<file path="src/hw/ctcq_pkg.sv">
// ctcq shared definitions
`default_nettype none

package ctcq_pkg;

  //******************************
  // widths
  //******************************
  localparam int CTCQ_PA_WIDTH   = 40;
  localparam int CTCQ_VA_WIDTH   = 39;
  localparam int CTCQ_ASID_WIDTH = 16;
  // stored va/pa drops the low 4 bits of the pa
  localparam int CTCQ_VA_PA_WIDTH = CTCQ_PA_WIDTH - 4;
  // fields decoded from va/pa, all start at bit 8
  localparam int CTCQ_TLB_VA_WIDTH = CTCQ_VA_WIDTH - 12;
  localparam int CTCQ_PTAG_WIDTH   = CTCQ_PA_WIDTH - 12;
  localparam int CTCQ_INDEX_WIDTH  = 6;

  // default engine latencies in cycles
  localparam int CTCQ_LINE_LAT = 2;
  localparam int CTCQ_ALL_LAT  = 6;

  //******************************
  // operation and engine types
  //******************************
  // bit 3 splits tlb and icache, bit 0 flags a second transaction
  typedef enum logic [3:0] {
    tlb_all      = 4'b0000,
    tlb_va_all   = 4'b0001,
    tlb_asid_all = 4'b0010,
    tlb_va_asid  = 4'b0011,
    ic_all       = 4'b1000,
    ic_line      = 4'b1001
  } ctcq_op_e;

  typedef enum logic {
    st_idle,
    st_busy
  } ctcq_eng_state_e;

  // ops carrying an address come in two transactions
  function automatic logic ctcq_op_needs_2nd(input ctcq_op_e op);
    return (op == tlb_va_all) || (op == tlb_va_asid) || (op == ic_line);
  endfunction

endpackage

`default_nettype wire

</file>
<file path="src/hw/ctcq_inv_engine.sv">
// ctcq invalidation engine
`timescale 1ns/1ns
`default_nettype none

module ctcq_inv_engine #(
  parameter int LINE_LAT = 2,
  parameter int ALL_LAT  = 6
) (
  input  logic                                      ctcqctrlclk,
  input  logic                                      cpurst_b,
  input  logic                                      start,
  input  ctcq_pkg::ctcq_op_e                        op,
  input  logic [ctcq_pkg::CTCQ_ASID_WIDTH-1:0]      asid_va,
  input  logic [ctcq_pkg::CTCQ_VA_PA_WIDTH-1:0]     va_pa,
  output logic                                      eng_idle,
  output logic                                      inv_cmplt,
  output logic                                      inv_vld,
  output ctcq_pkg::ctcq_op_e                        inv_op,
  output logic [ctcq_pkg::CTCQ_ASID_WIDTH-1:0]      inv_asid,
  output logic [ctcq_pkg::CTCQ_TLB_VA_WIDTH-1:0]    inv_va,
  output logic [ctcq_pkg::CTCQ_INDEX_WIDTH-1:0]     inv_index,
  output logic [ctcq_pkg::CTCQ_PTAG_WIDTH-1:0]      inv_ptag
);

  import ctcq_pkg::*;

  localparam int MAX_LAT = (LINE_LAT > ALL_LAT) ? LINE_LAT : ALL_LAT;
  localparam int CNT_W   = $clog2(MAX_LAT + 1);

  ctcq_eng_state_e  state;
  logic [CNT_W-1:0] lat_cnt;
  logic [CNT_W-1:0] lat_load;
  logic             eng_start;
  logic             is_tlb;
  logic             is_tlb_va;
  logic             is_line;

  //******************************
  // decode
  //******************************
  assign is_tlb    = (op == tlb_all) || (op == tlb_va_all) ||
                     (op == tlb_asid_all) || (op == tlb_va_asid);
  assign is_tlb_va = (op == tlb_va_all) || (op == tlb_va_asid);
  assign is_line   = (op == ic_line);

  // address ops are short, whole-structure ops long
  assign lat_load  = ctcq_op_needs_2nd(op) ? CNT_W'(LINE_LAT) : CNT_W'(ALL_LAT);

  assign eng_idle  = (state == st_idle);
  assign eng_start = start && eng_idle;

  // latch the invalidation, unused fields zeroed
  always_ff @(posedge ctcqctrlclk)
  begin
    if (eng_start)
    begin
      inv_op    <= op;
      inv_asid  <= is_tlb ? asid_va : '0;
      inv_va    <= is_tlb_va ? va_pa[CTCQ_VA_WIDTH-5:8] : '0;
      inv_index <= is_line ? va_pa[7:2] : '0;
      inv_ptag  <= is_line ? va_pa[CTCQ_PA_WIDTH-5:8] : '0;
    end
  end

  //******************************
  // latency FSM
  //******************************
  always_ff @(posedge ctcqctrlclk or negedge cpurst_b)
  begin
    if (!cpurst_b)
    begin
      state   <= st_idle;
      lat_cnt <= '0;
      inv_vld <= 1'b0;
    end
    else
    begin
      // one-cycle strobe with the latched fields
      inv_vld <= eng_start;
      case (state)
        st_idle:
          if (eng_start)
          begin
            state   <= st_busy;
            lat_cnt <= lat_load;
          end
        st_busy:
          if (lat_cnt == '0)
            state <= st_idle;
          else
            lat_cnt <= lat_cnt - 1'b1;
        default:
          state <= st_idle;
      endcase
    end
  end

  // done once the count runs out
  assign inv_cmplt = (state == st_busy) && (lat_cnt == '0);

endmodule

`default_nettype wire

</file>
<file path="config.mk">
export PLATFORM = sky130hd
export DESIGN_NAME = ctcq_inv_engine
export DESIGN_NICKNAME = d
export VERILOG_FILES = /design/src/hw/ctcq_pkg.sv /design/src/hw/ctcq_inv_engine.sv
export SDC_FILE = /design/constraint.sdc
export NUM_CORES = 1
export LEC_CHECK = 0
export ABC_CLOCK_PERIOD_IN_PS = 5200
export BUFFER_PORTS_ARGS = -buffer_cell sky130_fd_sc_hd__buf_2
export CAP_MARGIN = 20
export CORE_MARGIN = 5
export CORE_UTILIZATION = 50
export CTS_BUF_LIST = sky130_fd_sc_hd__clkbuf_8 sky130_fd_sc_hd__clkbuf_16
export DETAILED_ROUTE_END_ITERATION = 12
export PLACE_DENSITY = 0.86
export REMOVE_ABC_BUFFERS = 1
export SYNTH_ARGS = -nofsm -noshare
export SYNTH_HDL_FRONTEND = slang
export SYNTH_SLANG_ARGS = --single-unit
</file>
<file path="constraint.sdc">
create_clock -name ctcqctrlclk -period 5.2 [get_ports ctcqctrlclk]
set_input_delay 0.52 -clock ctcqctrlclk [delete_from_list [all_inputs] [get_ports ctcqctrlclk]]
set_output_delay 0.52 -clock ctcqctrlclk [all_outputs]
set_load 0.03 [all_outputs]
</file>
==> run summary <==
vias in the first global route = 2118
Root Buffer = clkbuf_8
Post-synth ARST share = 5.81%
routed vias/inst = 4.93
r2r setup slk = 3.54 ns
worst-margin pin slew = 0.609 ns
critical path cell sequence = inv_1, ha_1, and3b_1, buf_2
mapped cell area = 0.00325 mm2
Post-Place Cell Area = 0.00401 mm2
most common cell in the netlist = edfxtp_1
cell taking the most area after synthesis = edfxtp_1
highest net fanout along the worst path = 4
Pleak = 0.00191 uW
CTS buffer count = 9
Power Density = 427 mW/mm2
Synth-to-Final Area Change = 31.4%
top cells by count, synth = edfxtp_1, and2_1, and3_1
DR vias = 2071
Critical Path Start Type = register
Cell Count Post-Placement = 403
first-pass GRT wire length = 10300 um
die height = 90.7 um
CP arrival = 1.38 ns
drt pass-1 iters = 4
Global Route Usage Sum = 16.1%
deepest clock path buffer count = 2
period utilization = 36.6%
I/O pin count = 143
die footprint = 0.00822 mm2
Post-synth EDFFs = 81
Worst R2R Path Depth = 2
CTS sink count = 86
Setup crit start = lat_cnt[0]
Die Wd = 90.7 um
Layout Utilization = 67.3%
initial antenna violation count = 1
largest cells by area after synthesis = edfxtp_1, and2_1, and3_1
min-delay worst type = in2reg
Clock Latency Late Sink = 0.34 ns
Slew HR = 59.3%
Finish-stage setup viols = 0
CTS tree = built
Worst VDD drop = 0.000356 V
core box area = 0.00635 mm2
average size of a mapped cell = 16.7 um2
CTS H-tree lvls = 3
Tot Pwr = 1820 uW
top_reg_cell synth = edfxtp_1
Warnings, synthesis = 0
WL/cell = 15.8 um
cells resized by post-CTS repair = 0
pin count of the biggest net entering global routing = 84
maxcap violations = 0
max incr delay on CP = 0.37 ns
CP max stage cell = dfrtp_1
Initial Utilization = 51.2%
crit path to = inv_cmplt
Post-Layout Cell Count = 420
CP required = 4.68 ns
num rows = 29
Post-CTS Setup Repair Bufs = 0
Nets = 400
clock skew = 0.00597 ns
I/O Buffers = 140
Hold Fails Final Rpt = 0
cell area after layout = 0.00427 mm2
top-area cell type share of the netlist area = 74.8%
initial detailed-routing violation count = 78
outcome = complete, no violations
Post-CTS Hold Buffers = 1
FMAX = 526 MHz
Placer Congestion = 0.787
RSZ-0062 raised after global routing = no
CTS clk-pin slew, worst paths = 0.08 ns
RR Endpoint = inv_ptag[12]
fin crit period = 1.90 ns
Final HPWL DP = 4610 um
diode count = 0
Final ANT Viol Nets = 0
sequential fraction of the synthesis area = 78.6%
Synth Instances = 195
critical path endpoint category = primary output
setup_tns = 0 ns
post-synthesis sequential element count = 86
Yosys cell types = 24
worst reg2reg startpoint = state
Slew Viols, Final = 0
critical path class = reg2out
fraction of layout cells with a size suffix above 1 = 48.1%
Routed Wire Length = 6630 um
DRC = 0
global route overflow = 0
==> flip-flops by register name, indices dropped and copies added (netlist names) <==
signal     cells
inv_asid      16
inv_index      6
inv_op         4
inv_ptag      28
inv_va        27
inv_vld        1
lat_cnt        3
state          1
==> placed cells by master (no fill, tap or decap), drive strengths merged <==
master       synthesis  routed
buf                  0     142
edfxtp              81      81
and2                51      51
and3                27      27
clkbuf              10       9
dfrtp                5       5
inv                  3       4
bufinv               0       3
nor2                 3       3
nand3                2       2
ha                   2       2
a21oi                2       2
clkinv               0       2
and2b                1       1
and3b                1       1
and4bb               1       1
nand2b               1       1
o21a                 1       1
o21ai                1       1
or3b                 1       1
or2b                 1       1
a211o                1       1
dlygate4sd3          0       1
==> cell type report <==
class / count / area (um2)
repair buffers: 143 / 746
well taps: 77 / 96.3
clock inverters: 6 / 103
multi-input cells: 96 / 637
clock buffers: 9 / 124
inverters: 3 / 11.3
fillers: 462 / 2080
flip-flops and latches: 86 / 2560
==> worst max-delay path, delay by kind of cell (launching register included) <==
family,cells,cell delay (ns)
flops,1,0.37
buf+inv,2,0.31
fa+ha+maj,1,0.19
simple gates,1,0.18
==> power by group <==
| group | leakage [uW] | switching [uW] | internal (uW) |
|---|---|---|---|
| clock | 0.000118 | 217 | 312 |
| combinational | 0.000975 | 280 | 119 |
| sequential | 0.000820 | 26.0 | 870 |
| total | 0.00191 | 523 | 1300 |
==> logic make-up after synthesis <==
group,share of synthesized area (%)
compound gates,1.08
fa+ha+maj,0.769
buf+inv,1.85
flops,78.6
simple gates,17.7
==> worst min path at each step <==
stage,slack (ns),depth (start not counted),endpoint,start
global route,0.36,1,inv_op[1],op[1]
finish,0.38,1,inv_op[1],op[1]
floorplan,0.22,0,inv_vld,cpurst_b
global placement,0.34,1,lat_cnt[2],cpurst_b
detailed placement,0.34,1,lat_cnt[2],cpurst_b
CTS,0.36,1,inv_op[1],op[1]
==> per-stage QoR <==
step	setup slack, ns	hold WS (ns)
floorplan	3.23	0.224
global placement	3.21	0.339
detailed placement	3.18	0.338
CTS	3.28	0.355
global route	3.23	0.356
finish	3.30	0.377
==> routing by layer <==
metal | up-vias | global-route usage (%) | wire, um
met5 | - | 0 | 13
met4 | 2 | 6.33 | 99
met3 | 10 | 6.17 | 634
met2 | 83 | 28.0 | 3500
met1 | 988 | 17.5 | 2380
li1 | 988 | - | -
(Power assumes the default switching activity.)
