<file path="src/hw/ctcq_create_ctrl.sv">
// ctcq creation and retire control
`timescale 1ns/1ns
`default_nettype none

module ctcq_create_ctrl #(
  parameter  int NUM_ENTRY = 4,
  localparam int IDX_W     = (NUM_ENTRY > 1) ? $clog2(NUM_ENTRY) : 1
) (
  input  logic                 ctcqctrlclk,
  input  logic                 cpurst_b,
  input  logic                 trans_vld,
  input  logic                 trans_first,
  input  logic [NUM_ENTRY-1:0] entry_vld,
  input  logic [NUM_ENTRY-1:0] wait_2nd,
  input  logic [NUM_ENTRY-1:0] cmplt_x,
  input  logic [NUM_ENTRY-1:0] cmplt_2,
  output logic                 trans_rdy,
  output logic [NUM_ENTRY-1:0] create_en,
  output logic [NUM_ENTRY-1:0] inv_en,
  output logic                 resp_vld
);

  // circular index step
  function automatic logic [IDX_W-1:0] next_idx(input logic [IDX_W-1:0] idx);
    return (idx == IDX_W'(NUM_ENTRY - 1)) ? '0 : idx + 1'b1;
  endfunction

  //******************************
  // pointers
  //******************************
  logic [IDX_W-1:0] alloc_ptr;
  logic [IDX_W-1:0] retire_ptr;
  // last allocated entry, home of any second transaction
  logic [IDX_W-1:0] pend_idx;
  logic             pend_2nd;
  logic             entry_free;
  logic             accept;
  logic             retire_en;
  logic             retire_last;

  // second pending until that entry has its va/pa
  assign pend_2nd   = wait_2nd[pend_idx];
  // age order, so the slot at alloc_ptr is the only candidate
  assign entry_free = !entry_vld[alloc_ptr];

  assign trans_rdy = trans_first ? (entry_free && !pend_2nd) : pend_2nd;
  assign accept    = trans_vld && trans_rdy;

  // steer create to new slot or pending slot
  always_comb
  begin
    create_en = '0;
    if (accept)
      create_en[trans_first ? alloc_ptr : pend_idx] = 1'b1;
  end

  // oldest entry drains its count, one response per step
  assign retire_en   = entry_vld[retire_ptr] && cmplt_x[retire_ptr];
  assign retire_last = retire_en && !cmplt_2[retire_ptr];
  assign resp_vld    = retire_en;

  always_comb
  begin
    inv_en = '0;
    inv_en[retire_ptr] = retire_en;
  end

  always_ff @(posedge ctcqctrlclk or negedge cpurst_b)
  begin
    if (!cpurst_b)
    begin
      alloc_ptr  <= '0;
      retire_ptr <= '0;
      pend_idx   <= '0;
    end
    else
    begin
      if (accept && trans_first)
      begin
        alloc_ptr <= next_idx(alloc_ptr);
        pend_idx  <= alloc_ptr;
      end
      // entry frees on this decrement
      if (retire_last)
        retire_ptr <= next_idx(retire_ptr);
    end
  end

endmodule

`default_nettype wire

</file>
<file path="config.mk">
export PLATFORM = sky130hd
export DESIGN_NAME = ctcq_create_ctrl
export DESIGN_NICKNAME = d
export VERILOG_FILES = /design/src/hw/ctcq_create_ctrl.sv
export SDC_FILE = /design/constraint.sdc
export NUM_CORES = 1
export LEC_CHECK = 0
export CAP_MARGIN = 10
export CORE_AREA = 2 2 39 41
export DETAILED_ROUTE_END_ITERATION = 10
export DIE_AREA = 0 0 41 43
export DONT_BUFFER_PORTS = 1
export GPL_ROUTABILITY_DRIVEN = 0
export SLEW_MARGIN = 30
export SYNTH_ARGS = -nofsm -noshare
export SYNTH_HDL_FRONTEND = slang
export SYNTH_SLANG_ARGS = --single-unit
</file>
<file path="constraint.sdc">
create_clock -name ctcqctrlclk -period 4.1 [get_ports ctcqctrlclk]
set_clock_uncertainty 0.05 [all_clocks]
set_input_delay 0.41 -clock ctcqctrlclk [delete_from_list [all_inputs] [get_ports ctcqctrlclk]]
set_output_delay 0.41 -clock ctcqctrlclk [all_outputs]
set_load 0.03 [all_outputs]
</file>
==> results of run 1 <==
==> cell families (layout without fill, tap and decap cells) <==
group / after synthesis / in the layout / share of synthesized area, %
buffers and inverters: 5 / 8 / 3.48
multiplexers: 12 / 12 / 31.6
AO/OA/AOI/OAI: 4 / 4 / 3.49
adder cells (fa/ha/maj): 5 / 5 / 10.9
flip-flops: 6 / 6 / 26.1
AND/OR/NAND/NOR: 21 / 21 / 24.4
==> Yosys cell counts <==
cell,instances,area [µm²]
a21oi_1,2,10.0
inv_2,1,3.75
inv_1,3,11.3
o21ai_0,2,10.0
mux2i_1,2,20.0
mux2_4,1,15.0
nor2_1,3,11.3
nand3b_1,1,7.51
and3_1,1,6.26
and4_1,4,35.0
mux4_2,4,90.1
nor2b_4,1,13.8
buf_2,1,5.00
nand2_1,2,7.51
and2_1,4,25.0
mux2_1,4,45.0
ha_1,5,62.6
mux2_2,1,11.3
and2_0,1,6.26
and2_2,3,22.5
dfrtp_1,6,150
nand3_1,1,5.00
==> layer usage <==
metal | up-vias | track usage [%] | part of all wire (%)
met5 | - | 0 | 0
met4 | 0 | 10.0 | 2.8
met3 | 5 | 4.71 | 9.1
met2 | 14 | 17.8 | 49
met1 | 190 | 15.6 | 39
li1 | 200 | - | -
==> through the flow <==
step / std cells / setup slack (ns) / area, µm² / power (mW) / util [%]
3_5_place_dp: 68 / 1.88 / 589 / 0.375 / 42.6
6_report: 72 / 1.61 / 622 / 0.428 / 44.9
5_1_grt: 72 / 1.54 / 622 / 0.462 / 44.9
2_1_floorplan: 53 / 1.96 / 574 / 0.340 / -
4_1_cts: 72 / 1.61 / 622 / 0.434 / 44.9
3_3_place_gp: 68 / 1.91 / 589 / 0.371 / 42.6
==> how the worst max path moves through the flow <==
stage | endpoint | startpoint | depth (start not counted)
2_1_floorplan | create_en[0] | alloc_ptr[0] | 4
3_3_place_gp | create_en[1] | alloc_ptr[0] | 4
3_5_place_dp | create_en[1] | alloc_ptr[0] | 4
4_1_cts | create_en[1] | alloc_ptr[0] | 4
5_1_grt | create_en[1] | alloc_ptr[0] | 4
6_report | create_en[1] | alloc_ptr[0] | 4
==> report_power, final <==
part	internal (mW)	switching (mW)	total [mW]	leakage, nW
sequential	0.0890	0.0431	0.132	0.0703
combinational	0.106	0.134	0.241	0.199
clock	0.0331	0.0221	0.0553	0.0138
total	0.229	0.199	0.428	0.284
==> final cells by class <==
type / count / area, µm² / share of cell area (%)
multi-input cells: 42 / 404 / 65.0
clock buffers: 3 / 22.5 / 3.62
inverters: 4 / 15.0 / 2.41
repair buffers: 1 / 10.0 / 1.61
well taps: 16 / 20.0 / 3.22
flip-flops and latches: 6 / 150 / 24.1
==> sequential cells by signal, indices dropped and copies added (netlist names) <==
name	count
alloc_ptr	2
pend_idx	2
retire_ptr	2
==> what timing repair did <==
item | 4_1_cts | 5_1_grt
hold buffers | 1 | 0
hold endpoints to repair | 6 | 0
setup buffers | 0 | 0
==> results.sh, run 1 <==
export IMPL_drt_initial_drc_count=6
export IMPL_coreArea_mm2=0.00138
export IMPL_syn_area_um2=574
export IMPL_required_ns=3.64
export IMPL_hold_violations=0
export IMPL_drt_pass1_iterations=2
export IMPL_port_buffers=0
export IMPL_start_util_pct=41.5
export IMPL_path_max_fanout=6
export IMPL_hold_slack_ns=0.415
export IMPL_hpwlAfterDp_um=889
export IMPL_slew_headroom_pct=79.7
export IMPL_min_path_type="in2async"
export IMPL_final_common_cell="dfrtp_1"
export IMPL_track_usage_pct=13.0
export IMPL_num_nets_final=83
export IMPL_setup_viol=0
export IMPL_endpoint_kind="output port"
export IMPL_cts_max_path_buffers=2
export IMPL_tritoncts="built"
export IMPL_area_delta_synth_final_pct=8.28
export IMPL_grt_pass1_vias=377
export IMPL_r2r_slack_ns=2.20
export IMPL_rsz0062_at_grt="false"
export IMPL_vias_per_cell=5.68
export IMPL_max_freq_mhz=402
export IMPL_vdd_drop_max_mv=0.211
export IMPL_clkTransAtPathRegs_ns=0.04
export IMPL_antenna_found_initial=0
export IMPL_wire_per_inst_um=14.6
export IMPL_die_w_um=41
export IMPL_cpLargestDelayFamily="multiplexers"
export IMPL_maxCapViolations=0
export IMPL_cts_resized=0
export IMPL_worst_pin_slew_ns=0.304
export IMPL_synthCells=53
export IMPL_cts_root_buffer="clkbuf_4"
export IMPL_drc=0
export IMPL_cpPeakStageDelay_ns=0.51
export IMPL_ys_seq_area_share_pct=26.1
export IMPL_cts_htree_levels=1
export IMPL_clkSinkCount=6
export IMPL_clock_latency_ns=0.25
export IMPL_power_density_mw_per_mm2=688
export IMPL_fin_crit_ns=2.49
export IMPL_start_kind="register"
export IMPL_path_buf_inv=0
export IMPL_avgSynthCellArea_um2=10.8
export IMPL_fp_dieArea_mm2=0.00176
export IMPL_drive_gt1_share_pct=25.0
export IMPL_p_leak_nw=0.284
export IMPL_n_fill_cell=148
export IMPL_tns_ns=0
export IMPL_post_route_period_util_pct=60.7
export IMPL_drt_total_wl_um=1050
export IMPL_slew_violations=0
export IMPL_crit_type="reg2out"
export IMPL_final_cell_mix="dfrtp_1 (6), ha_1 (5)"
export IMPL_num_vias=409
export IMPL_pin_count=30
export IMPL_ys_ff_latch=6
export IMPL_cp_arrival_ns=2.03
export IMPL_die_h_um=43
export IMPL_syn_num_nets=78
export IMPL_overflow=0
export IMPL_grt_max_degree=10
export IMPL_r2r_end="retire_ptr[0]"
export IMPL_cts_buffers=3
export IMPL_synthDistinctLibCells=22
export IMPL_r2r_start="retire_ptr[0]"
export IMPL_rows=14
export IMPL_diodes=0
export IMPL_rr_worst_depth=4
export IMPL_crit_chain="mux4_2, nor2_1, mux2_2, and4_1"
export IMPL_grt_pass1_wl_um=1460
export IMPL_status="completed"
export IMPL_ys_warn_count=0
export IMPL_slowest_stage="mux4_2"
export IMPL_antenna_left=0
Note: power is estimated with default switching activity, not from simulation.
==> run 2, diff against run 1 <==
==> constraint.sdc (replaced) <==
create_clock -name ctcqctrlclk -period 2 [get_ports ctcqctrlclk]
set_clock_uncertainty 0.05 [all_clocks]
set_input_delay 0.2 -clock ctcqctrlclk [delete_from_list [all_inputs] [get_ports ctcqctrlclk]]
set_output_delay 0.2 -clock ctcqctrlclk [all_outputs]
set_load 0.03 [all_outputs]
==> run 2 against run 1 <==
Against the previous run: power grew 130%; largest power group unchanged; sequential share of layout area shrank 2.9 points; largest cell class unchanged; combinational power grew to 2.6 times the previous value; first-iteration DRC count is 67% higher; die area is the same; global-route usage grew 2.7 points; via count rose by 4.2%; setup slack got worse by 1.6 ns; cell area increased by 14%; count of clock-buffer cells in the layout unchanged; critical path type unchanged; clock power up 92%; the run now ends with negative setup slack left.
==> results.sh, run 2 (synthesis results as in run 1) <==
export IMPL_start_kind="register"
export IMPL_placed_area_um2=642
export IMPL_grt_max_degree=7
export IMPL_cts_buffers=3
export IMPL_hold_slack_ns=0.219
export IMPL_overflow=0
export IMPL_r2r_start="pend_idx[0]"
export IMPL_cpPeakStageDelay_ns=0.54
export IMPL_fin_crit_ns=2.01
export IMPL_status="finished with violations"
export IMPL_grt_pass1_vias=432
export IMPL_clkSinkCount=6
export IMPL_cts_max_path_buffers=2
export IMPL_final_cell_mix="ha_1 (5), dfrtp_1 (5), buf_4 (5)"
export IMPL_port_buffers=0
export IMPL_rsz0062_at_grt="true"
export IMPL_slew_violations=0
export IMPL_slowest_stage="mux4_2"
export IMPL_cp_arrival_ns=1.76
export IMPL_required_ns=1.75
export IMPL_cts_root_buffer="clkbuf_4"
export IMPL_dp_cells=75
export IMPL_vdd_drop_max_mv=0.641
export IMPL_worstSetupStartpoint="pend_idx[0]"
export IMPL_vias_per_cell=5.26
export IMPL_violations="negative setup slack"
export IMPL_tritoncts="built"
export IMPL_clkTransAtPathRegs_ns=0.04
export IMPL_drc=0
export IMPL_slew_headroom_pct=80.3
export IMPL_p_leak_nw=0.336
export IMPL_pin_count=30
export IMPL_drt_initial_drc_count=10
export IMPL_start_util_pct=41.5
export IMPL_final_area_um2=712
export IMPL_power_density_mw_per_mm2=1400
export IMPL_crit_type="reg2out"
export IMPL_min_path_type="in2async"
export IMPL_num_nets_final=92
export IMPL_fp_dieArea_mm2=0.00176
export IMPL_cts_htree_levels=1
export IMPL_area_delta_synth_final_pct=24.0
export IMPL_antenna_found_initial=0
export IMPL_wire_per_inst_um=14.2
export IMPL_max_freq_mhz=496
export IMPL_grt_pass1_wl_um=1830
export IMPL_die_w_um=41
export IMPL_drt_pass1_iterations=2
export IMPL_drive_gt1_share_pct=38.5
export IMPL_die_h_um=43
export IMPL_r2r_end="pend_idx[0]"
export IMPL_drt_total_wl_um=1150
export IMPL_worst_pin_slew_ns=0.298
export IMPL_maxCapViolations=0
export IMPL_fin_util_pct=51.4
export IMPL_path_max_fanout=5
export IMPL_final_cell_count_no_fill=81
export IMPL_endpoint_kind="output port"
export IMPL_largestRegisters="alloc_ptr: 2 flops, pend_idx: 2 flops, retire_ptr: 2 flops"
export IMPL_r2r_slack_ns=0.18
export IMPL_crit_chain="mux4_2, mux2_4, and4_1, buf_6"
export IMPL_rows=14
export IMPL_postLayoutSetupSlackWorst_ns=-0.0149
export IMPL_clock_latency_ns=0.24
export IMPL_antenna_left=0
export IMPL_diodes=0
export IMPL_track_usage_pct=15.7
export IMPL_coreArea_mm2=0.00138
export IMPL_num_vias=426
export IMPL_rr_worst_depth=4
export IMPL_hold_violations=0
export IMPL_hpwlAfterDp_um=975
export IMPL_post_route_period_util_pct=101
export IMPL_setup_viol=4
## run 2: metal layers
metal | vias up | track usage [%] | wire (µm)
li1 | 216 | - | -
met1 | 197 | 19.9 | 474
met2 | 11 | 23.8 | 604
met3 | 2 | 2.09 | 65
met4 | 0 | 10.0 | 8
met5 | - | 0 | 0
## run 2: critical path, delay by kind of cell, from the launching register on
kind / cells / cell delay, ns
and+or+nand+nor: 1 / 0.17
buffers and inverters: 1 / 0.14
muxes: 2 / 0.84
DFF: 1 / 0.38
## run 2: cell type report
cell class	count	area, µm²
multi-input combinational	42	410
fill	124	672
clock buffer	3	22.5
timing repair buffer	10	92.6
tap	16	20.0
sequential	6	151
inverter	4	15.0
## run 2: timing repair
item	CTS	global route
hold buffers	1	0
endpoints found under the hold margin	6	0
pin swaps	5	0
buffers inserted	1	1
endpoints found under the setup margin	4	4
gates resized for setup	7	0
cloned	0	0
## run 2: worst max-delay path by stage
stage / end / slack (ns) / cells after the start
2_1_floorplan: create_en[0] / 0.07 / 4
3_3_place_gp: alloc_ptr[1] / 0.18 / 4
3_5_place_dp: pend_idx[0] / 0.12 / 4
4_1_cts: create_en[0] / -0.05 / 4
5_1_grt: create_en[3] / -0.10 / 5
6_report: create_en[0] / -0.01 / 4
## run 2: through the flow
| step | total power, mW | setup TNS, ns | setup slack [ns] |
|---|---|---|---|
| final | 0.998 | -0.0370 | -0.0149 |
| after global routing | 1.09 | -0.371 | -0.100 |
| after CTS | 0.999 | -0.161 | -0.0456 |
| after detailed placement | 0.841 | 0 | 0.122 |
| after global placement | 0.821 | 0 | 0.183 |
| after floorplan | 0.697 | 0 | 0.0698 |
## run 2: report_power, final
group	switching, mW	internal [mW]
logic	0.325	0.311
registers	0.0717	0.185
clock network	0.0388	0.0675
