**src/hw/ctcq_pkg.sv**
```systemverilog
// ctcq shared definitions
`default_nettype none

package ctcq_pkg;

  //******************************
  // widths
  //******************************
  localparam int CTCQ_PA_WIDTH   = 40;
  localparam int CTCQ_VA_WIDTH   = 39;
  localparam int CTCQ_ASID_WIDTH = 16;
  // stored va/pa drops the low 4 bits of the pa
  localparam int CTCQ_VA_PA_WIDTH = CTCQ_PA_WIDTH - 4;
  // fields decoded from va/pa, all start at bit 8
  localparam int CTCQ_TLB_VA_WIDTH = CTCQ_VA_WIDTH - 12;
  localparam int CTCQ_PTAG_WIDTH   = CTCQ_PA_WIDTH - 12;
  localparam int CTCQ_INDEX_WIDTH  = 6;

  // default engine latencies in cycles
  localparam int CTCQ_LINE_LAT = 2;
  localparam int CTCQ_ALL_LAT  = 6;

  //******************************
  // operation and engine types
  //******************************
  // bit 3 splits tlb and icache, bit 0 flags a second transaction
  typedef enum logic [3:0] {
    tlb_all      = 4'b0000,
    tlb_va_all   = 4'b0001,
    tlb_asid_all = 4'b0010,
    tlb_va_asid  = 4'b0011,
    ic_all       = 4'b1000,
    ic_line      = 4'b1001
  } ctcq_op_e;

  typedef enum logic {
    st_idle,
    st_busy
  } ctcq_eng_state_e;

  // ops carrying an address come in two transactions
  function automatic logic ctcq_op_needs_2nd(input ctcq_op_e op);
    return (op == tlb_va_all) || (op == tlb_va_asid) || (op == ic_line);
  endfunction

endpackage

`default_nettype wire

```
**src/hw/ctcq_entry.sv**
```systemverilog
// ctcq queue entry
`timescale 1ns/1ns
`default_nettype none

module ctcq_entry (
  input  logic                                     ctcqctrlclk,
  input  logic                                     cpurst_b,
  input  logic                                     create_en,
  input  logic                                     trans_first,
  input  ctcq_pkg::ctcq_op_e                       create_op,
  input  logic [ctcq_pkg::CTCQ_ASID_WIDTH-1:0]     create_asid_va,
  input  logic [ctcq_pkg::CTCQ_VA_PA_WIDTH-1:0]    create_va_pa,
  input  logic                                     grant,
  input  logic                                     inv_cmplt,
  input  logic                                     inv_en,
  output logic                                     entry_vld,
  output logic                                     wait_2nd,
  output logic                                     pe_req,
  output logic                                     cmplt_x,
  output logic                                     cmplt_2,
  output ctcq_pkg::ctcq_op_e                       op,
  output logic [ctcq_pkg::CTCQ_ASID_WIDTH-1:0]     asid_va,
  output logic [ctcq_pkg::CTCQ_VA_PA_WIDTH-1:0]    va_pa
);

  import ctcq_pkg::*;

  //******************************
  // entry state
  //******************************
  // op needs a second transaction
  logic       need_2nd;
  // second transaction has arrived
  logic       vld_2nd;
  // granted and waiting on the engine
  logic       in_svc;
  // responses still owed
  logic [1:0] cmplt_cnt;

  logic       create_1st;
  logic       create_2nd;
  logic       entry_full;
  logic       take_cmplt;
  logic       entry_free;

  // first vs second create
  assign create_1st = create_en && trans_first;
  assign create_2nd = create_en && !trans_first;

  // all transactions of the op are in
  assign entry_full = entry_vld && (!need_2nd || vld_2nd);

  // only a valid entry in service with no count yet takes the broadcast completion
  assign take_cmplt = inv_cmplt && entry_vld && in_svc && (cmplt_cnt == 2'd0);

  // last response retires the entry
  assign entry_free = inv_en && (cmplt_cnt == 2'd1);

  // entry valid
  always_ff @(posedge ctcqctrlclk or negedge cpurst_b)
  begin
    if (!cpurst_b)
      entry_vld <= 1'b0;
    else if (create_1st)
      entry_vld <= 1'b1;
    else if (entry_free)
      entry_vld <= 1'b0;
  end

  // second transaction bookkeeping
  always_ff @(posedge ctcqctrlclk or negedge cpurst_b)
  begin
    if (!cpurst_b)
    begin
      need_2nd <= 1'b0;
      vld_2nd  <= 1'b0;
    end
    else if (create_1st)
    begin
      need_2nd <= ctcq_op_needs_2nd(create_op);
      vld_2nd  <= 1'b0;
    end
    else if (create_2nd)
      vld_2nd <= 1'b1;
  end

  // in service from grant until reuse
  always_ff @(posedge ctcqctrlclk or negedge cpurst_b)
  begin
    if (!cpurst_b)
      in_svc <= 1'b0;
    else if (create_1st)
      in_svc <= 1'b0;
    else if (grant)
      in_svc <= 1'b1;
  end

  // completion count of one per transaction
  always_ff @(posedge ctcqctrlclk or negedge cpurst_b)
  begin
    if (!cpurst_b)
      cmplt_cnt <= 2'd0;
    else if (create_1st)
      cmplt_cnt <= 2'd0;
    else if (take_cmplt)
      cmplt_cnt <= need_2nd ? 2'd2 : 2'd1;
    else if (inv_en)
      cmplt_cnt <= cmplt_cnt - 2'd1;
  end

  //******************************
  // payload
  //******************************
  // type and asid/va come with the first transaction
  always_ff @(posedge ctcqctrlclk)
  begin
    if (create_1st)
    begin
      op      <= create_op;
      asid_va <= create_asid_va;
    end
  end

  // va/pa comes with the second
  always_ff @(posedge ctcqctrlclk)
  begin
    if (create_2nd)
      va_pa <= create_va_pa;
  end

  // outputs
  assign wait_2nd = entry_vld && need_2nd && !vld_2nd;
  assign pe_req   = entry_full && !in_svc;
  assign cmplt_x  = |cmplt_cnt;
  assign cmplt_2  = cmplt_cnt[1];

endmodule

`default_nettype wire

```
**config.mk**
```make
export PLATFORM = sky130hd
export DESIGN_NAME = ctcq_entry
export DESIGN_NICKNAME = d
export VERILOG_FILES = /design/src/hw/ctcq_pkg.sv /design/src/hw/ctcq_entry.sv
export SDC_FILE = /design/constraint.sdc
export NUM_CORES = 1
export LEC_CHECK = 0
export BUFFER_PORTS_ARGS = -buffer_cell sky130_fd_sc_hd__buf_2
export CORE_ASPECT_RATIO = 0.8
export CORE_UTILIZATION = 25
export CTS_BUF_LIST = sky130_fd_sc_hd__clkbuf_2
export CTS_CLUSTER_SIZE = 16
export DETAILED_ROUTE_END_ITERATION = 8
export MAX_ROUTING_LAYER = met4
export PLACE_DENSITY = 0.6
export SLEW_MARGIN = 20
export SYNTH_ARGS = -nofsm -noshare
export SYNTH_HDL_FRONTEND = slang
export SYNTH_SLANG_ARGS = --single-unit
```
**constraint.sdc**
```tcl
create_clock -name ctcqctrlclk -period 1.45 [get_ports ctcqctrlclk]
set_clock_uncertainty 0.05 [all_clocks]
set_input_delay 0.29 -clock ctcqctrlclk [delete_from_list [all_inputs] [get_ports ctcqctrlclk]]
set_output_delay 0.29 -clock ctcqctrlclk [all_outputs]
set_load 0.05 [all_outputs]
```
==> impl_metrics.toml, run 1 <==
[placed_design]
place_ws_ns = 0.0613
place_area_sq_um = 2820
portBuffers = 123
place_hpwl_um = 3050
gp_congestion = 0.754
dp_cells = 322

[synth]
syn_avg_cell_area_sq_um = 21.8
synth_cell_types = 16
synth_top_area_cell = "edfxtp_1"
ys_ff_latch = 62
yosys.area.top_type_share_pct = 83.9
seq_area_frac_synth_pct = 91.4
synth-edff-count = 56
yosys-top-cells-area = "edfxtp_1, dfrtp_1, nand2_1, ha_1, nor2_1"
syn_inst = 92
syn-cell-area_sq_um = 2000
synth_most_common_cell = "edfxtp_1"
async_flop_share_pct = 9.68
synthFlopType = "edfxtp_1"
syn_nets = 157
yosysWarnings = 0
synth_common_cells = "edfxtp_1, nand2_1, dfrtp_1, nor2_1, inv_1"

[clock_tree]
path_clk_slew_ns = 0.18
cts_buffer_depth = 2
clk_latency_ns = 0.47
cts_buffers = 9
clock_tree.root_cell = "clkbuf_2"
cts_tree = "built"
cts_max_level = 3
clkSinkCount = 62

[detailed_routing]
vias = 1551
drt-vias-per-instance = 3.85
drt-total-wl_um = 5600
drt_iter0_drc = 60
drt-wirelength-per-cell_um = 13.9
final_antenna_net_count = 0
drc_errors = 0
firstDrtPassIters = 4

[worst_setup_path]
cp.required_ns = 1.11
cp_data_arrival_time_ns = 1.37
crit_start = "vld_2nd$_DFFE_PN0P_"
critical_path.endpoint = "wait_2nd"
reg2reg_slack_ns = 0.16
worstSetupPathType = "reg -> out"
r2r_cells = 5
crit_fanout = 2
startpoint_type = "flop"
cp-end-kind = "primary output"
worstReg2RegEnd = "cmplt_cnt[1]$_DFFE_PN0P_"
timing.rr.start = "cmplt_cnt[1]$_DFFE_PN0P_"

[timing]
hold_viol = 0
fmax_mhz = 586
min_period_over_period_pct = 118
slew_viol_final = 0
setup_ws_ns = -0.255
setup_violations = 5
max-slew-margin-rel_pct = 85.4
rsz0062_at_grt = "true"
worstMarginPinSlew_ns = 0.219
min_period_ns = 1.71

[status]
violations = "setup timing"
status = "finished, violations left"

[grt]
grt_pass1_wl_um = 7910
grt_max_degree = 37
grt_antenna_before_repair = 0
gr-total-overflow = 0
grt_pass1_vias = 1599
grt_usage_pct = 13.6

[cells_and_area]
fin_cells = 403
stdcell_area_sq_um = 4010
synthToLayoutAreaGrowth_pct = 99.9
nFillCells = 603
diodes = 0
nNetsFinal = 358
layout-drive-gt1-share_pct = 52.7

[power]
p_leak_nw = 1.69
p_total_mw = 4.95
power_density_nw_per_um2 = 1240
ir_drop_mv = 0.455

[min_path]
hold_class = "in -> reg"
hp-start = "trans_first"

[die]
core_sq_um = 7570
dieArea_sq_um = 8380
start_util_pct = 26.5
die_w_um = 102
pin_count = 124
rows = 28
die_y_um = 82.1

[job]
max_cap_viol_count = 0
-- cell type report --
class	count	area, sq um	area share [%]
clock buffer	9	45.0	1.12
sequential	62	1830	45.8
multi-input combinational	26	198	4.93
timing repair buffer	190	1690	42.1
inverter	4	15.0	0.375
clock inverter	7	97.6	2.44
tap	105	131	3.28
-- cell families (layout without fill, tap and decap cells) --
logic type	after synthesis	after routing	share of synthesized area, %
AOI/OAI and AO/OA	4	4	1.37
adders and majority gates	2	2	1.25
DFF	62	62	91.4
and+or+nand+nor	19	19	4.81
buffers and inverters	4	210	0.749
xor gates and xnor gates	1	1	0.437
-- worst max-delay path: stages, from the launching register on --
cell,delay [ns]
dfrtp_1,0.44
nor2b_4,0.16
and2_4,0.17
buf_8,0.14
-- flip-flops by register name, summed over array words and instances, names as in the netlist --
| name | count |
|---|---|
| op | 4 |
| va_pa | 36 |
| entry_vld | 1 |
| vld_2nd | 1 |
| in_svc | 1 |
| cmplt_cnt | 2 |
| asid_va | 16 |
| need_2nd | 1 |
-- layer usage --
| metal | share of wire [%] | vias to the layer above | global-route usage, % |
|---|---|---|---|
| met2 | 49 | 93 | 23.8 |
| met5 | 0 | - | - |
| met1 | 39 | 710 | 13.8 |
| li1 | - | 745 | - |
| met4 | 0.46 | 0 | 2.57 |
| met3 | 11 | 3 | 7.07 |
-- worst min-delay path by stage --
stage	endpoint	slack, ns	depth (start not counted)
6_report	entry_vld$_DFFE_PN0P_	0.11	3
5_1_grt	entry_vld$_DFFE_PN0P_	0.02	3
3_3_place_gp	vld_2nd$_DFFE_PN0P_	0.07	1
4_1_cts	entry_vld$_DFFE_PN0P_	0.04	2
2_1_floorplan	cmplt_cnt[0]$_DFFE_PN0P_	-0.06	0
3_5_place_dp	in_svc$_DFFE_PN0P_	0.07	1
-- placed cells by master, fill, tap and decap left out, types with 3 or more instances in the layout --
master and n:
nor2_1 5, dfrtp_1 4, edfxtp_1 56, nand2_1 8, dlygate4sd3_1 60, buf_4 4
buf_6 60, buf_2 62, clkbuf_2 9, inv_2 3
-- metrics by stage --
| stage | setup TNS, ns | hold slack (ns) | utilization [%] |
|---|---|---|---|
| CTS | -1.34 | 0.0382 | 52.2 |
| detailed placement | 0 | 0.0746 | 37.2 |
| finish | -0.752 | 0.107 | 53.0 |
| global placement | 0 | 0.0740 | 37.2 |
| floorplan | 0 | -0.0556 | - |
| global route | -5.77 | 0.0159 | 53.0 |
-- power breakdown --
| group | internal (mW) | switching [mW] | leakage, nW |
|---|---|---|---|
| Sequential | 2.12 | 0.102 | 0.594 |
| Clock | 0.577 | 0.654 | 0.0801 |
| Combinational | 0.653 | 0.843 | 1.02 |
-- what timing repair did --
action	in CTS	in global routing
gates resized for setup	116	16
buffers inserted	4	1
endpoints found under the setup margin	60	61
pin swaps	1	0
hold buffers	60	0
endpoints found under the hold margin	65	0
Note: power is estimated with default switching activity, not from simulation.
==> inputs of run 2 (changes only) <==
Settings changed: CORE_MARGIN set to 4.
==> impl_metrics.toml, run 2 (synthesis results as in run 1) <==
[cells_and_area]
mostFrequentLayoutCells = "buf_2, dlygate4sd3_1, buf_6"
stdcell_area_sq_um = 3990
mostFrequentLayoutCell = "buf_2"
synthToLayoutAreaGrowth_pct = 98.9
top_register = "va_pa"
diodes = 0
largestRegisters = "va_pa x36, asid_va x16, op x4"
largest_register_ff_count = 36
nFillCells = 634
nNetsFinal = 358
layout-drive-gt1-share_pct = 52.7

[worst_setup_path]
r2r_cells = 5
worstSetupPathType = "reg -> out"
cp-end-kind = "primary output"
cp_data_arrival_time_ns = 1.34
startpoint_type = "flop"
cp.required_ns = 1.11
crit_fanout = 2

[clock_tree]
clkSinkCount = 62
clk_latency_ns = 0.46
cts_max_level = 3
path_clk_slew_ns = 0.19
cts_buffers = 9
cts_tree = "built"
clock_tree.root_cell = "clkbuf_2"
cts_buffer_depth = 2

[status]
violations = "setup timing"
status = "finished, violations left"

[detailed_routing]
drc_errors = 0
drt-total-wl_um = 5850
vias = 1563
drt-wirelength-per-cell_um = 14.5
final_antenna_net_count = 0
drt_iter0_drc = 54
firstDrtPassIters = 4
drt-vias-per-instance = 3.88

[timing]
min_period_over_period_pct = 116
fmax_mhz = 596
rsz0062_at_grt = "true"
hold_ws_ns = 0.0795
max-slew-margin-rel_pct = 85.6
worstMarginPinSlew_ns = 0.215
setup_violations = 5
setup_tns_ns = -0.678
min_period_ns = 1.68
slew_viol_final = 0
hold_viol = 0
setup_ws_ns = -0.228

[placed_design]
place_hpwl_um = 3520
portBuffers = 123
place_area_sq_um = 2820
place_ws_ns = 0.0298
gp_congestion = 0.733

[grt]
gr-total-overflow = 0
grt_max_degree = 37
grt_antenna_before_repair = 0
grt_usage_pct = 12.6
grt_pass1_wl_um = 8530
grt_pass1_vias = 1683

[min_path]
hold_class = "in -> reg"
hold_depth = 3

[power]
power_density_nw_per_um2 = 1200
ir_drop_mv = 0.530
p_leak_nw = 1.67

[die]
die_y_um = 88.1
die_w_um = 108
rows = 28
start_util_pct = 26.4
pin_count = 124
dieArea_sq_um = 9520
core_sq_um = 7600

[job]
max_cap_viol_count = 0
run 2: cell count changes in the layout (fill, tap and decap cells not counted), sizes merged:
cell,change
clkinvlp,+3
clkinv,-2
bufinv,-1
run 2: layout make-up:
type / count / area [sq um] / share of cell area [%]
flip-flops and latches: 62 / 1830 / 46.0
clock buffers: 9 / 45.0 / 1.13
repair buffers: 190 / 1690 / 42.4
well taps: 105 / 131 / 3.30
multi-input cells: 26 / 198 / 4.96
clock inverters: 7 / 72.6 / 1.82
inverters: 4 / 15.0 / 0.377
run 2: repair_timing:
action / 4_1_cts / 5_1_grt
gates resized for setup: 121 / 13
pin swaps: 1 / 0
gates cloned: 0 / 0
endpoints found under the hold margin: 65 / 0
buffers inserted: 5 / 0
setup endpoints to repair: 59 / 61
hold buffers: 60 / 0
run 2: metrics by stage:
step	power, mW	cells	utilization (%)
floorplan	2.97	92	-
global placement	3.25	322	37.0
detailed placement	3.26	322	37.0
CTS	4.80	403	52.0
global route	5.05	403	52.4
finish	4.79	403	52.4
run 2: layer usage:
layer | up-vias | share of wire (%) | global-route usage, %
li1 | 749 | - | -
met1 | 707 | 40 | 13.6
met2 | 97 | 47 | 20.6
met3 | 10 | 12 | 5.60
met4 | 0 | 1.6 | 4.59
met5 | - | 0 | -
run 2: worst paths after layout:
kind / from / endpoint / slack (ns)
max in group asynchronous: cpurst_b / cmplt_cnt[1]$_DFFE_PN0P_ / 1.04
max reg2reg: cmplt_cnt[1]$_DFFE_PN0P_ / cmplt_cnt[1]$_DFFE_PN0P_ / 0.18
min reg2reg: need_2nd$_DFFE_PN0P_ / cmplt_cnt[0]$_DFFE_PN0P_ / 0.53
max: vld_2nd$_DFFE_PN0P_ / wait_2nd / -0.23
min: trans_first / entry_vld$_DFFE_PN0P_ / 0.08
min in group asynchronous: cpurst_b / entry_vld$_DFFE_PN0P_ / 0.14
run 2: where the power goes:
part	switching, mW	total [mW]	internal (mW)
combinational	0.840	1.52	0.680
clock	0.649	1.04	0.395
sequential	0.102	2.22	2.12
run 2: critical path: stages, from the launching register on:
cell	delay, ns
dfrtp_1	0.44
nor2b_4	0.15
and2_4	0.16
buf_8	0.14
==> inputs of run 3 (changes only) <==
Settings changed: BUFFER_PORTS_ARGS -buffer_cell sky130_fd_sc_hd__buf_2 to unset, DONT_BUFFER_PORTS set to 1, PLACE_DENSITY 0.6 to 0.49.
Clock period 1.45 ns to 1.4 ns, I/O delays scaled along.
==> impl_metrics.toml, run 3 (synthesis results as in run 1) <==
[worst_setup_path]
crit_fanout = 2
cp-end-kind = "primary output"
cp.required_ns = 1.07
cp_data_arrival_time_ns = 1.37
startpoint_type = "flop"
worstSetupPathType = "reg -> out"

[clock_tree]
cts_max_level = 3
cts_buffers = 9
path_clk_slew_ns = 0.18
clock_tree.root_cell = "clkbuf_2"
cts_buffer_depth = 2
clk_latency_ns = 0.45
clkSinkCount = 62
cts_tree = "built"

[cells_and_area]
nNetsFinal = 241
diodes = 0
largest_register_ff_count = 36
largestRegisters = "va_pa x36, asid_va x16, op x4"
mostFrequentLayoutCell = "dlygate4sd3_1"
top_register = "va_pa"
fin_cells = 286
stdcell_area_sq_um = 3050
mostFrequentLayoutCells = "dlygate4sd3_1, edfxtp_1, clkbuf_2"
synthToLayoutAreaGrowth_pct = 52.0
layout-drive-gt1-share_pct = 20.4

[detailed_routing]
drt-vias-per-instance = 3.97
drc_errors = 0
vias = 1134
drt-wirelength-per-cell_um = 16.8
drt_iter0_drc = 16
firstDrtPassIters = 4
drt-total-wl_um = 4800
final_antenna_net_count = 0

[die]
pin_count = 124
core_sq_um = 7600
start_util_pct = 26.4
rows = 28
dieArea_sq_um = 9520
die_w_um = 108
die_y_um = 88.1

[timing]
setup_ws_ns = -0.301
setup_tns_ns = -3.70
rsz0062_at_grt = "true"
min_period_ns = 1.70
worstMarginPinSlew_ns = 0.499
hold_viol = 0
hold_ws_ns = 0.141
fmax_mhz = 588
min_period_over_period_pct = 122
setup_violations = 60
slew_viol_final = 0
max-slew-margin-rel_pct = 66.8

[grt]
gr-total-overflow = 0
grt_antenna_before_repair = 0
grt_usage_pct = 10.4
grt_max_degree = 37
grt_pass1_vias = 1267
grt_pass1_wl_um = 6780

[placed_design]
dp_cells = 206
portBuffers = 0
gp_congestion = 0.685
place_hpwl_um = 3340
place_area_sq_um = 2280

[power]
ir_drop_mv = 0.967
p_leak_nw = 1.10
power_density_nw_per_um2 = 1500

[job]
max_cap_viol_count = 0

[min_path]
hold_class = "in -> reg"

[status]
violations = "setup timing"
status = "finished, violations left"
## run 3: timing repair
item,CTS,global route
setup buffers,0,2
hold buffers,62,0
endpoints found under the setup margin,61,62
endpoints found under the hold margin,68,0
resized for setup,6,0
pin swaps,2,3
## run 3: final timing paths
| kind | end | startpoint | slack, ns | depth (start not counted) |
|---|---|---|---|---|
| max | pe_req | need_2nd$_DFFE_PN0P_ | -0.30 | 3 |
| min | va_pa[3]$_DFFE_PP_ | trans_first | 0.14 | 2 |
| max reg2reg | cmplt_cnt[1]$_DFFE_PN0P_ | cmplt_cnt[1]$_DFFE_PN0P_ | 0.08 | 6 |
| min reg2reg | vld_2nd$_DFFE_PN0P_ | vld_2nd$_DFFE_PN0P_ | 0.54 | 2 |
| max in group asynchronous | entry_vld$_DFFE_PN0P_ | cpurst_b | 0.43 | 2 |
| min in group asynchronous | cmplt_cnt[0]$_DFFE_PN0P_ | cpurst_b | 0.61 | 2 |
## run 3: metrics by stage
stage / power [mW] / util, % / setup WS, ns
6_report: 4.58 / 40.1 / -0.301
5_1_grt: 4.82 / 40.1 / -0.426
4_1_cts: 4.64 / 39.9 / -0.425
3_5_place_dp: 3.37 / 30.0 / 0.0899
3_3_place_gp: 3.33 / 30.0 / 0.120
2_1_floorplan: 3.07 / - / -0.00413
## run 3: power by group
part | leakage (nW) | internal [mW] | switching, mW
Combinational | 0.437 | 0.424 | 0.413
Sequential | 0.594 | 2.20 | 0.477
Clock | 0.0699 | 0.416 | 0.645
Total | 1.10 | 3.04 | 1.54
## run 3: worst max-delay path, cell delays in order (launching register included)
cell	delay, ns
dfrtp_1	0.41
nor2b_4	0.14
nor3b_4	0.21
buf_12	0.16
## run 3: cell type report
cell class                      count  area (sq um)
Tap cell                          105           131
Fill cell                         699          4560
Sequential cell                    62          1830
Multi-Input combinational cell     26           188
Timing Repair Buffer               73           761
Clock buffer                        9          45.0
Inverter                            4          15.0
Clock inverter                      7          72.6
## run 3: layer usage
metal | track usage, % | up-vias | wire length (um)
li1 | - | 513 | -
met1 | 8.71 | 541 | 1630
met2 | 19.3 | 68 | 2700
met3 | 3.68 | 12 | 338
met4 | 7.22 | 0 | 134
met5 | - | - | 0
